### config.mk
export PLATFORM = sky130hd
export DESIGN_NAME = tap_dot_product
export DESIGN_NICKNAME = d
export VERILOG_FILES = /design/src/conv_pkg.sv /design/src/tap_dot_product.sv
export SDC_FILE = /design/constraint.sdc
export NUM_CORES = 1
export LEC_CHECK = 0
export ABC_AREA = 1
export BUFFER_PORTS_ARGS = -buffer_cell sky130_fd_sc_hd__buf_2
export CORE_MARGIN = 1
export CORE_UTILIZATION = 30
export DETAILED_ROUTE_END_ITERATION = 10
export HOLD_SLACK_MARGIN = 0.02
export PLACE_DENSITY_LB_ADDON = 0.1
export SLEW_MARGIN = 20
export SYNTH_ARGS = -nofsm -noshare
export SYNTH_HDL_FRONTEND = slang
export SYNTH_SLANG_ARGS = --single-unit
### constraint.sdc
create_clock -name clk -period 0.9 [get_ports clk]
set_clock_uncertainty 0.2 [all_clocks]
set_input_delay 0.225 -clock clk [delete_from_list [all_inputs] [get_ports clk]]
set_output_delay 0.225 -clock clk [all_outputs]
set_load 0.03 [all_outputs]
### src/conv_pkg.sv
package conv_pkg;

    // Layer geometry
    parameter int NUM_IN_CH  = 8;
    parameter int NUM_OUT_CH = 8;
    parameter int NUM_TAPS   = 5;

    // Activations and weights share one signed width
    parameter int ACT_W = 8;

    // 5 products of 8x8 signed bits, worst case 5 * 128 * 128
    parameter int PROD_W = 19;

    // Sum of 8 dot products
    parameter int ACC_W = 22;

    // Requantization scale, divide by 512 rounding toward minus infinity
    parameter int REQUANT_SHIFT = 9;

    // Symmetric clamp, -128 is never produced
    parameter int ACT_MAX = 127;

    // Enough bits to name any of the 8 channels
    parameter int CH_IDX_W = 3;

    typedef logic signed [ACT_W-1:0] act_t;

    // One kernel or one input window, tap 0 is the oldest sample
    typedef struct packed {
        act_t [NUM_TAPS-1:0] tap;
    } window_t;

    // One window per input channel
    typedef struct packed {
        window_t [NUM_IN_CH-1:0] ch;
    } in_frame_t;

    // One requantized activation per output channel
    typedef struct packed {
        act_t [NUM_OUT_CH-1:0] ch;
    } out_frame_t;

    typedef logic signed [PROD_W-1:0] prod_t;

    // Single kernel write, addressed by output and input channel
    typedef struct packed {
        logic [CH_IDX_W-1:0] out_ch;
        logic [CH_IDX_W-1:0] in_ch;
        window_t             taps;
    } weight_wr_t;

endpackage

### src/tap_dot_product.sv
`timescale 1ns/1ps

module tap_dot_product (
    input  logic              clk,
    input  logic              arst_n,
    input  logic              en,
    input  conv_pkg::window_t window,
    input  conv_pkg::window_t kernel,
    output conv_pkg::prod_t   prod
);

    // Full precision sum, wide enough to catch any overflow of prod
    int sum_wide;

    always_comb begin : mac
        logic signed [2*conv_pkg::ACT_W-1:0] pair;
        sum_wide = 0;
        for (int t = 0; t < conv_pkg::NUM_TAPS; t++) begin
            // 8x8 signed product fits 16 bits, even -128 * -128
            pair = $signed(window.tap[t]) * $signed(kernel.tap[t]);
            sum_wide = sum_wide + int'(pair);
        end
    end

    // Pipeline stage 1
    // Value holds while en is low, the requant stage only samples it once
    always_ff @(posedge clk or negedge arst_n) begin
        if (!arst_n) begin
            prod <= '0;
        end else if (en) begin
            prod <= conv_pkg::prod_t'(sum_wide);
        end
    end

    // Registered result equals the full precision sum, so nothing was cut off
    a_prod_fits : assert property (
        @(posedge clk) disable iff (!arst_n)
        en |=> int'(prod) == $past(sum_wide)
    ) else $error("dot product %0d does not fit %0d bits",
                  $past(sum_wide), conv_pkg::PROD_W);

endmodule

==> run_results.csv <==
group,metric,value,unit
cts,root_buffer,"clkbuf_16",
grt,grt_pass1_wl,69200,microns
detailed_routing,drt_first_pass_iters,4,
worst_hold_path,hold_path_class,"input port to async pin",
run_status,outcome,"complete, but fails checks",
detailed_routing,wl_per_cell,15.1,microns
detailed_routing,wl,42100,microns
die,die_h,229,microns
synthesis,syn_nets,2495,
setup_path,worstSetupStartpointType,"input port",
placed_design,gp_congestion,0.872,
grt,track_usage,17.0,%
cts,cts_tree,"done",
layout,regMostFlops,"prod",
run,maxCapViolCount,0,
detailed_routing,drc,0,
timing,fin_hold_ws,-279,ps
setup_path,worst-setup-path-type,"input port to flop",
timing,worst_slack,-5570,ps
die,rows,82,
placed_design,place_area,18300,sq um
timing,fin_crit,6470,ps
timing,worst-slew-pin-transition,473,ps
placed_design,dp_slack,-6040,ps
die,design.core.area,50600,sq um
setup_path,critPathArrivalTime,6420,ps
cts,cts_sinks,19,
placed_design,dp_hpwl,39900,microns
timing,hold_viol_final,19,
synthesis,syn_area_per_cell,8.27,sq um
timing,fmax,0.155,GHz
setup_path,endpoint_kind,"flop",
synthesis,yosysSeqAreaShare,3.07,%
synthesis,synth_warnings,0,
synthesis,synth_edf_count,0,
setup_path,required,850,ps
grt,grt_pass1_vias,12600,
timing,final_max_slew_viol_count,0,
synthesis,synth_cell_type_count,32,
placed_design,place.port_buffers,101,
layout,largestRegisters,"prod (19)",
layout,final_area,19800,sq um
layout,layout.nets,2733,
layout,antennaDiodeCount,0,
layout,layout_commonest_cell,"inv_1",
die,die_area,52600,sq um
layout,final_cell_mix,"inv_1 (650), fa_1 (388), nand2_1 (356), buf_4 (187), ha_1 (73)",
timing,slew_headroom,68.5,%
cts,h-tree-depth,1,
cts,cts_buffers,3,
layout,drive_gt1_share,26.5,%
cts,clkTransAtPathRegs,60,ps
die,fp.dieW,229,microns
timing,setup_viol,38,
cts,clkLatencyLatePin,250,ps
grt,grt_max_degree,20,
synthesis,synth_seq_cells,19,
detailed_routing,vias,11300,
run_status,violations,"negative hold slack, negative setup slack",
die,ios,102,
cts,cts_buffer_depth,2,
synthesis,ys_top_cells_by_area,"fa_1 (54%), inv_1 (17%), ha_1 (9.8%), nand2_1 (9.4%), dfrtp_1 (3.1%)",
grt,antenna_found_initial,0,
timing,rsz0062_at_grt,"true",
detailed_routing,ant_nets,0,
synthesis,syn_inst,1874,
grt,grt.overflow.total,0,
synthesis,async_flop_share,100,%
synthesis,synth-main-ff-cell,"dfrtp_1",
layout,largest_register_ffs,19,
synthesis,syn_area,15500,sq um
detailed_routing,vias_per_cell,4.07,
layout,areaGrowthSynthToFinish,27.6,%
timing,fin_crit_sh,719,%
synthesis,synth_largest_area_cell,"fa_1",
die,start_util,30.7,%
setup_path,cp_max_fo,6,
synthesis,synth.top_cell.area_share,53.7,%
detailed_routing,detailedRoute.firstIterationViolations,382,
-- cells in the mapped netlist (8+ instances only) --
cell type and instances:
a21oi_1 8, clkbuf_1 78, or2_2 16, fa_1 416
nand2_1 389, inv_1 706, dfrtp_1 19, nor2_1 47
ha_1 122, nand3_1 21, o21ai_0 8
-- metal layers --
layer / up-vias / share of wire (%) / GRT usage [%]
met2: 106 / 48 / 28.6
met4: 0 / 0.94 / 1.46
met3: 12 / 1.9 / 0.585
met1: 5699 / 49 / 25.0
li1: 5520 / - / -
met5: - / 0 / 0
-- repair_timing --
action | CTS | global route
resized for setup | 248 | 81
pin swaps | 94 | 71
buffers inserted | 21 | 9
cloned | 0 | 0
endpoints found under the hold margin | 19 | 19
endpoints found under the setup margin | 38 | 38
-- area by class of cell --
| type | count | area [sq um] |
|---|---|---|
| sequential | 19 | 498 |
| multi-input combinational | 1065 | 13100 |
| tap | 672 | 841 |
| clock buffer | 4 | 78.8 |
| inverter | 711 | 2700 |
| fill | 5252 | 30800 |
| timing repair buffer | 312 | 2570 |
-- final timing paths --
| check | slack [ps] | startpoint | to | cells past startpoint |
|---|---|---|---|---|
| max in group asynchronous | 420 | arst_n | prod[9] | 1 |
| setup reg to reg | -80 | prod[12] | prod[12] | 3 |
| setup / recovery | -5570 | kernel[39] | prod[15] | 26 |
| min in group clk | 80 | en | prod[3] | 3 |
| hold reg to reg | 300 | prod[0] | prod[0] | 2 |
| hold / removal | -280 | arst_n | prod[0] | 1 |
-- cells by family after synthesis --
| logic type | after synthesis | share of synthesized area (%) |
|---|---|---|
| AND/OR/NAND/NOR | 483 | 12.3 |
| buffers and inverters | 790 | 19.1 |
| flip-flops | 19 | 3.07 |
| AO/OA/AOI/OAI | 35 | 1.40 |
| adder cells (fa/ha/maj) | 538 | 63.6 |
| XOR/XNOR | 9 | 0.508 |
-- critical path, stage by stage --
cell        delay (ps)
buf_6               70
clkinvlp_4         160
buf_6              180
or2_4              220
fa_1               480
inv_1               50
fa_1               500
inv_2               50
fa_1               490
fa_1               550
inv_2               40
fa_1               490
inv_1               50
fa_1               470
fa_1               530
inv_2               40
fa_2               560
ha_4               210
ha_4               240
a21oi_4            150
o21ai_2             80
nand2_1             90
o2111ai_2          110
or2_1              240
nand3_1             60
nand2_1             50
-- per-stage QoR --
step | setup TNS (ps) | std cells | hold slack [ps] | util [%]
2_1_floorplan | -88970 | 1874 | -271 | -
3_3_place_gp | -100460 | 2753 | -0.107 | 36.1
3_5_place_dp | -100590 | 2753 | 6.15 | 36.1
4_1_cts | -96370 | 2777 | -264 | 38.5
5_1_grt | -99950 | 2783 | -242 | 39.1
6_report | -96120 | 2783 | -279 | 39.1
Power is not shown: default switching activity piles up to over one toggle a cycle in this logic, so the estimate is an artifact.
