--- config.mk ---
export PLATFORM = sky130hd
export DESIGN_NAME = channel_requant
export DESIGN_NICKNAME = d
export VERILOG_FILES = /design/src/conv_pkg.sv /design/src/channel_requant.sv
export SDC_FILE = /design/constraint.sdc
export NUM_CORES = 1
export LEC_CHECK = 0
export ABC_CLOCK_PERIOD_IN_PS = 1400
export BUFFER_PORTS_ARGS = -buffer_cell sky130_fd_sc_hd__buf_2
export CAP_MARGIN = 10
export CORE_AREA = 5 5 101 103
export CTS_CLUSTER_DIAMETER = 40
export DETAILED_ROUTE_END_ITERATION = 8
export DIE_AREA = 0 0 106 108
export PLACE_DENSITY = 0.85
export SYNTH_ARGS = -nofsm -noshare
export SYNTH_HDL_FRONTEND = slang
export SYNTH_SLANG_ARGS = --single-unit
export TNS_END_PERCENT = 5
--- constraint.sdc ---
create_clock -name clk -period 1.4 [get_ports clk]
set_clock_uncertainty 0.15 [all_clocks]
set_input_delay 0.28 -clock clk [delete_from_list [all_inputs] [get_ports clk]]
set_output_delay 0.28 -clock clk [all_outputs]
set_load 0.05 [all_outputs]
--- src/conv_pkg.sv ---
package conv_pkg;

    // Layer geometry
    parameter int NUM_IN_CH  = 8;
    parameter int NUM_OUT_CH = 8;
    parameter int NUM_TAPS   = 5;

    // Activations and weights share one signed width
    parameter int ACT_W = 8;

    // 5 products of 8x8 signed bits, worst case 5 * 128 * 128
    parameter int PROD_W = 19;

    // Sum of 8 dot products
    parameter int ACC_W = 22;

    // Requantization scale, divide by 512 rounding toward minus infinity
    parameter int REQUANT_SHIFT = 9;

    // Symmetric clamp, -128 is never produced
    parameter int ACT_MAX = 127;

    // Enough bits to name any of the 8 channels
    parameter int CH_IDX_W = 3;

    typedef logic signed [ACT_W-1:0] act_t;

    // One kernel or one input window, tap 0 is the oldest sample
    typedef struct packed {
        act_t [NUM_TAPS-1:0] tap;
    } window_t;

    // One window per input channel
    typedef struct packed {
        window_t [NUM_IN_CH-1:0] ch;
    } in_frame_t;

    // One requantized activation per output channel
    typedef struct packed {
        act_t [NUM_OUT_CH-1:0] ch;
    } out_frame_t;

    typedef logic signed [PROD_W-1:0] prod_t;

    // Single kernel write, addressed by output and input channel
    typedef struct packed {
        logic [CH_IDX_W-1:0] out_ch;
        logic [CH_IDX_W-1:0] in_ch;
        window_t             taps;
    } weight_wr_t;

endpackage

--- src/channel_requant.sv ---
`timescale 1ns/1ps

module channel_requant #(
    parameter int NUM_IN_CH     = conv_pkg::NUM_IN_CH,
    parameter int REQUANT_SHIFT = conv_pkg::REQUANT_SHIFT
) (
    input  logic            clk,
    input  logic            arst_n,
    // en delayed by one cycle, lines up with the registered partials
    input  logic            en,
    input  conv_pkg::prod_t partials [NUM_IN_CH],
    output conv_pkg::act_t  act
);

    logic signed [conv_pkg::ACC_W-1:0] acc;
    logic signed [conv_pkg::ACC_W-1:0] shifted;
    conv_pkg::act_t                    clamped;

    // Sum across input channels
    // Each partial sign-extends into the wider accumulator
    always_comb begin
        acc = '0;
        for (int i = 0; i < NUM_IN_CH; i++) begin
            acc = acc + partials[i];
        end
    end

    // Arithmetic shift, so negative sums round toward minus infinity
    assign shifted = acc >>> REQUANT_SHIFT;

    // Symmetric saturation to +-ACT_MAX
    always_comb begin
        if (shifted > conv_pkg::ACT_MAX) begin
            clamped = conv_pkg::act_t'(conv_pkg::ACT_MAX);
        end else if (shifted < -conv_pkg::ACT_MAX) begin
            // Clamp at -127 rather than -128
            clamped = conv_pkg::act_t'(-conv_pkg::ACT_MAX);
        end else begin
            // In range, low bits carry the value
            clamped = shifted[conv_pkg::ACT_W-1:0];
        end
    end

    // Pipeline stage 2
    always_ff @(posedge clk or negedge arst_n) begin
        if (!arst_n) begin
            act <= '0;
        end else if (en) begin
            act <= clamped;
        end
    end

    // The most negative code must never leave the layer
    a_no_min_code : assert property (
        @(posedge clk) disable iff (!arst_n)
        en |=> act != conv_pkg::act_t'(-conv_pkg::ACT_MAX - 1)
    ) else $error("requant produced -128 from sum %0d", $past(acc));

endmodule

==> results.cfg, run 1 <==
[run_status]
status = finished, violations left
violations = negative setup slack

[logic_synthesis]
synth-seq-area-share = 0.0423
netlist_instances = 565
synth_area_per_cell_um2 = 8.38
syn-num-nets = 856
synth.area.top_cells = fa_1, inv_1, ha_1
yosys.cell_count.top_type = inv_1
ys.flop_type = dfrtp_1
async_flop_share = 1.00
synth-warning-count = 0
synth-seq-cells = 8
yosys.area.top_type = fa_1
ys_types = 48
synthesis.area_um2 = 4740
synth_edf_count = 0
synth.top_cells.by_count = inv_1, fa_1, nand2_1, ha_1, a21oi_1
synth_top_area_frac = 0.486

[timing]
post-route-min-period_ns = 4.83
timing.final.crit_share = 3.45
final-hold-violation-count = 0
slew_violations = 0
setup_slack_ns = -3.43
slew-limit-headroom = 0.711
fmax_ghz = 0.207
setup_viol = 8
fin_hold_ws_ns = 0.278
rsz0062_at_grt = yes
tightestPinTransition_ns = 0.431

[floorplanning]
rows = 35
die-area_um2 = 11400
boundaryPins = 163
core_area_um2 = 9110
initial_core_util = 0.520
die-width_um = 106
die_h_um = 108

[cells_and_area]
top_regs = act (8)
drive_gt1_frac = 0.367
n_fill_cell = 726
antenna-diode-count = 0
top_register = act
nets = 1091
syn2layout_area_growth_pct = 39.4
largest_register_ff_count = 8
multi_input_area_um2 = 3890
ff_latch_area_um2 = 200

[route]
totalWireLength_um = 11100
first_pass_iters = 4
drc = 0
avgRoutedWirePerCell_um = 12.3
via_per_inst = 4.78
drt_iter0_markers = 184
vias = 4341
ant_nets = 0

[critical_path]
worst-setup-path-type = in -> reg
path_cells = buf_2 > inv_1 > fa_1 > inv_1 > fa_1 > fa_1 > inv_1 > fa_1 > inv_1 > ha_4 > buf_4 > a21oi_1 > buf_4 > nand4_1 > a211oi_2 > buf_4 > buf_4 > or3_1 > and3_2 > nand3_1 > o41ai_1 > a31oi_1
crit_path_top_delay_cell = fa_1
r2r_start = act[0]$_DFFE_PN0P_
crit_required_ns = 1.35
r2r_cells = 3
cp-end-kind = flop
cp_num_buf_inv = 9
critical-path-top-delay-family = adder cells
r2r_end = act[0]$_DFFE_PN0P_
slowest_delay_ns = 0.53
arrival_ns = 4.79
path_max_fanout = 4
critPathLaunchType = input port
r2r_setup_slack_ns = 0.29

[clock_tree]
worstSkewPairLatency_ns = 0.23
root_buffer = clkbuf_8
clkTransAtPathRegs_ns = 0.04
numClockSinks = 8
tritoncts = built
cts_buffers = 3
cts_buffer_depth = 2
htree_num_levels = 1

[global_route]
grt_pass1_wl_um = 19500
antenna_found_initial = 0
grt_pass1_vias = 4826
grt_max_degree = 11
grt-ovfl-total = 0
grtUsageTotal = 0.203

[hold_path]
min_path_type = in -> async

[placement]
place_hpwl_um = 10500
place_congestion = 0.799
port_buffers = 162

[run]
cap_violations = 0
-- layout by cell type (no fill, tap or decap), types with 5 or more instances in the layout --
cell type  synthesis  layout
inv_2              0       9
nand3_1            6       5
fa_1             115     114
buf_2              2     162
ha_1              21      12
or3_1              5       5
dfrtp_1            8       8
nor2_1            12      11
and2_1             5       5
nand4_1            6       6
a21oi_2            1       5
inv_1            249     239
nor3_1             8       6
ha_4               0       9
a21oi_1           17      12
nand2_1           24      24
o211ai_1           6       6
buf_4              0      70
o21ai_0           10       8
-- per-layer routing --
metal	share of wire	global-route usage	wire length (µm)	vias to the layer above
met5	0	0	0	-
met4	0.0083	0.0296	92	0
met3	0.051	0.0209	572	10
met2	0.58	0.428	6430	124
met1	0.36	0.220	4050	2101
li1	-	-	-	2106
-- how the worst max path moves through the flow --
| stage | from | endpoint | slack (ns) | cells after the start |
|---|---|---|---|---|
| global route | partials[68] | act[6]$_DFFE_PN0P_ | -3.62 | 21 |
| finish | partials[69] | act[0]$_DFFE_PN0P_ | -3.43 | 22 |
| CTS | partials[70] | act[5]$_DFFE_PN0P_ | -3.47 | 19 |
| global placement | partials[69] | act[5]$_DFFE_PN0P_ | -3.69 | 19 |
| detailed placement | partials[13] | act[5]$_DFFE_PN0P_ | -3.82 | 19 |
| floorplan | partials[101] | act[5]$_DFFE_PN0P_ | -3.33 | 18 |
-- per-stage QoR --
step	worst slack, ns	std cells	cell area [µm²]	setup TNS [ns]	util
2_1_floorplan	-3.33	565	4910	-26.16	-
3_3_place_gp	-3.69	902	6340	-29.04	0.696
3_5_place_dp	-3.82	902	6340	-30.01	0.696
4_1_cts	-3.47	906	6460	-27.12	0.709
5_1_grt	-3.62	909	6600	-28.43	0.725
6_report	-3.43	909	6600	-27.10	0.725
-- area by class of cell --
| type | instances | share of cell area |
|---|---|---|
| repair buffers | 236 | 0.210 |
| clock buffers | 3 | 0.00625 |
| inverters | 250 | 0.143 |
| well taps | 111 | 0.0210 |
| multi-input cells | 301 | 0.589 |
| flip-flops and latches | 8 | 0.0303 |
-- timing repair --
action,CTS,global route
pin swaps,13,9
setup endpoints to repair,8,8
hold buffers,1,0
endpoints found under the hold margin,8,0
buffers inserted,0,3
gates resized for setup,17,22
-- logic make-up (layout without fill, tap and decap cells) --
group                    count (synthesis)  count (layout)  synth area share
adder cells (fa/ha/maj)                136             136             0.541
AND/OR/NAND/NOR                         81              81            0.0861
flip-flops                               8               8            0.0423
buffers and inverters                  256             489             0.203
XOR/XNOR                                 8               8            0.0148
AO/OA/AOI/OAI                           76              76             0.112
Power of run 1 is not shown: default switching activity piles up to over one toggle a cycle in this logic, so the estimate is an artifact.
==> run 2: changes to the inputs <==
SETUP_SLACK_MARGIN = 0.5   (was not set)
==> run 2 against run 1 <==
Largest cell class unchanged; maximum frequency is essentially flat; the run still ends with negative setup slack left; critical path depth shrank 2; final cell count unchanged; first-iteration DRC count up 3.8%; global-route usage up 0.19 points.
==> results.cfg, run 2 (synthesized netlist as in run 1, its figures left out) <==
[run_status]
status = finished, violations left
violations = negative setup slack

[placement]
place_hpwl_um = 10500
place_congestion = 0.799
port_buffers = 162

[floorplanning]
boundaryPins = 163
die-area_um2 = 11400
initial_core_util = 0.520
rows = 35
core_area_um2 = 9110
die_h_um = 108
die-width_um = 106

[clock_tree]
htree_num_levels = 1
numClockSinks = 8
clkTransAtPathRegs_ns = 0.04
tritoncts = built
worstSkewPairLatency_ns = 0.23
root_buffer = clkbuf_8
cts_buffer_depth = 2
cts_buffers = 3

[timing]
post-route-min-period_ns = 4.83
slew_violations = 0
rsz0062_at_grt = yes
slew-limit-headroom = 0.711
final-hold-violation-count = 0
timing.final.crit_share = 3.45
tns_ns = -27.10
tightestPinTransition_ns = 0.431
setup_slack_ns = -3.43
fmax_ghz = 0.207
setup_viol = 8

[critical_path]
cp-end-kind = flop
critical-path-top-delay-family = adder cells
path_max_fanout = 6
critPathLaunchType = input port
cp_num_cells = 20
path_common_cell = fa_1
r2r_cells = 3
path_cells = buf_2 > inv_1 > fa_1 > inv_1 > fa_1 > fa_1 > inv_1 > fa_1 > inv_2 > ha_4 > nand4_1 > nor2_2 > nand2_1 > buf_4 > a22oi_1 > xor2_1 > or4_4 > nand4_1 > buf_6 > o2111ai_2
crit_path_top_delay_cell = or4_4
cp_num_buf_inv = 7
slowest_delay_ns = 0.54
worst-setup-path-type = in -> reg
crit_required_ns = 1.35
arrival_ns = 4.78

[cells_and_area]
drive_gt1_frac = 0.367
top_register = act
n_fill_cell = 720
nets = 1091
final_cell_mix = inv_1, buf_2, fa_1
largest_register_ff_count = 8
layout_commonest_cell = inv_1
antenna-diode-count = 0
syn2layout_area_growth_pct = 40.4
top_regs = act (8)

[route]
drc = 0
drt_iter0_markers = 191
vias = 4369
avgRoutedWirePerCell_um = 12.4
totalWireLength_um = 11300
via_per_inst = 4.81
ant_nets = 0
first_pass_iters = 4

[global_route]
grt-ovfl-total = 0
antenna_found_initial = 0
grt_max_degree = 11
grtUsageTotal = 0.205
grt_pass1_vias = 4847
grt_pass1_wl_um = 19600

[run]
cap_violations = 0

[hold_path]
min_path_type = in -> async
==> run 2: cell counts in the layout (fill, tap and decap cells not counted) <==
No cell type changed its count.
==> run 2: repair_timing <==
| item | in CTS | in global routing |
|---|---|---|
| gates resized for setup | 33 | 22 |
| pin swaps | 13 | 9 |
| endpoints found under the setup margin | 16 | 16 |
| setup buffers | 0 | 3 |
| hold endpoints to repair | 8 | 0 |
| hold buffers | 1 | 0 |
==> run 2: path summary, 6_finish.rpt <==
kind	from	endpoint	slack, ns
min in group clk	en	act[2]$_DFFE_PN0P_	0.36
min reg2reg	act[5]$_DFFE_PN0P_	act[5]$_DFFE_PN0P_	0.38
max	partials[65]	act[5]$_DFFE_PN0P_	-3.43
min	arst_n	act[6]$_DFFE_PN0P_	0.27
max in group asynchronous	arst_n	act[2]$_DFFE_PN0P_	0.65
max reg2reg	act[0]$_DFFE_PN0P_	act[0]$_DFFE_PN0P_	0.28
==> run 2: routing by layer <==
| layer | GRT usage | up-vias | wire length, µm |
|---|---|---|---|
| li1 | - | 2105 | - |
| met1 | 0.220 | 2113 | 4040 |
| met2 | 0.431 | 135 | 6470 |
| met3 | 0.0215 | 16 | 594 |
| met4 | 0.0352 | 0 | 152 |
| met5 | 0 | - | 0 |
==> run 2: cell type report <==
class	count	area (µm²)	share of cell area
repair buffers	236	1440	0.216
well taps	111	139	0.0209
inverters	250	946	0.142
flip-flops and latches	8	200	0.0301
clock buffers	3	41.3	0.00621
multi-input cells	301	3890	0.584
==> run 2: through the flow <==
step | hold slack [ns] | util | std cells | instance area (µm²) | worst slack (ns)
detailed placement | -0.0152 | 0.696 | 902 | 6340 | -3.82
finish | 0.274 | 0.730 | 909 | 6650 | -3.43
global placement | -0.0263 | 0.696 | 902 | 6340 | -3.69
CTS | 0.268 | 0.714 | 906 | 6510 | -3.47
global route | 0.292 | 0.730 | 909 | 6650 | -3.62
floorplan | -0.166 | - | 565 | 4910 | -3.33
Power of run 2 is left out for the same reason.
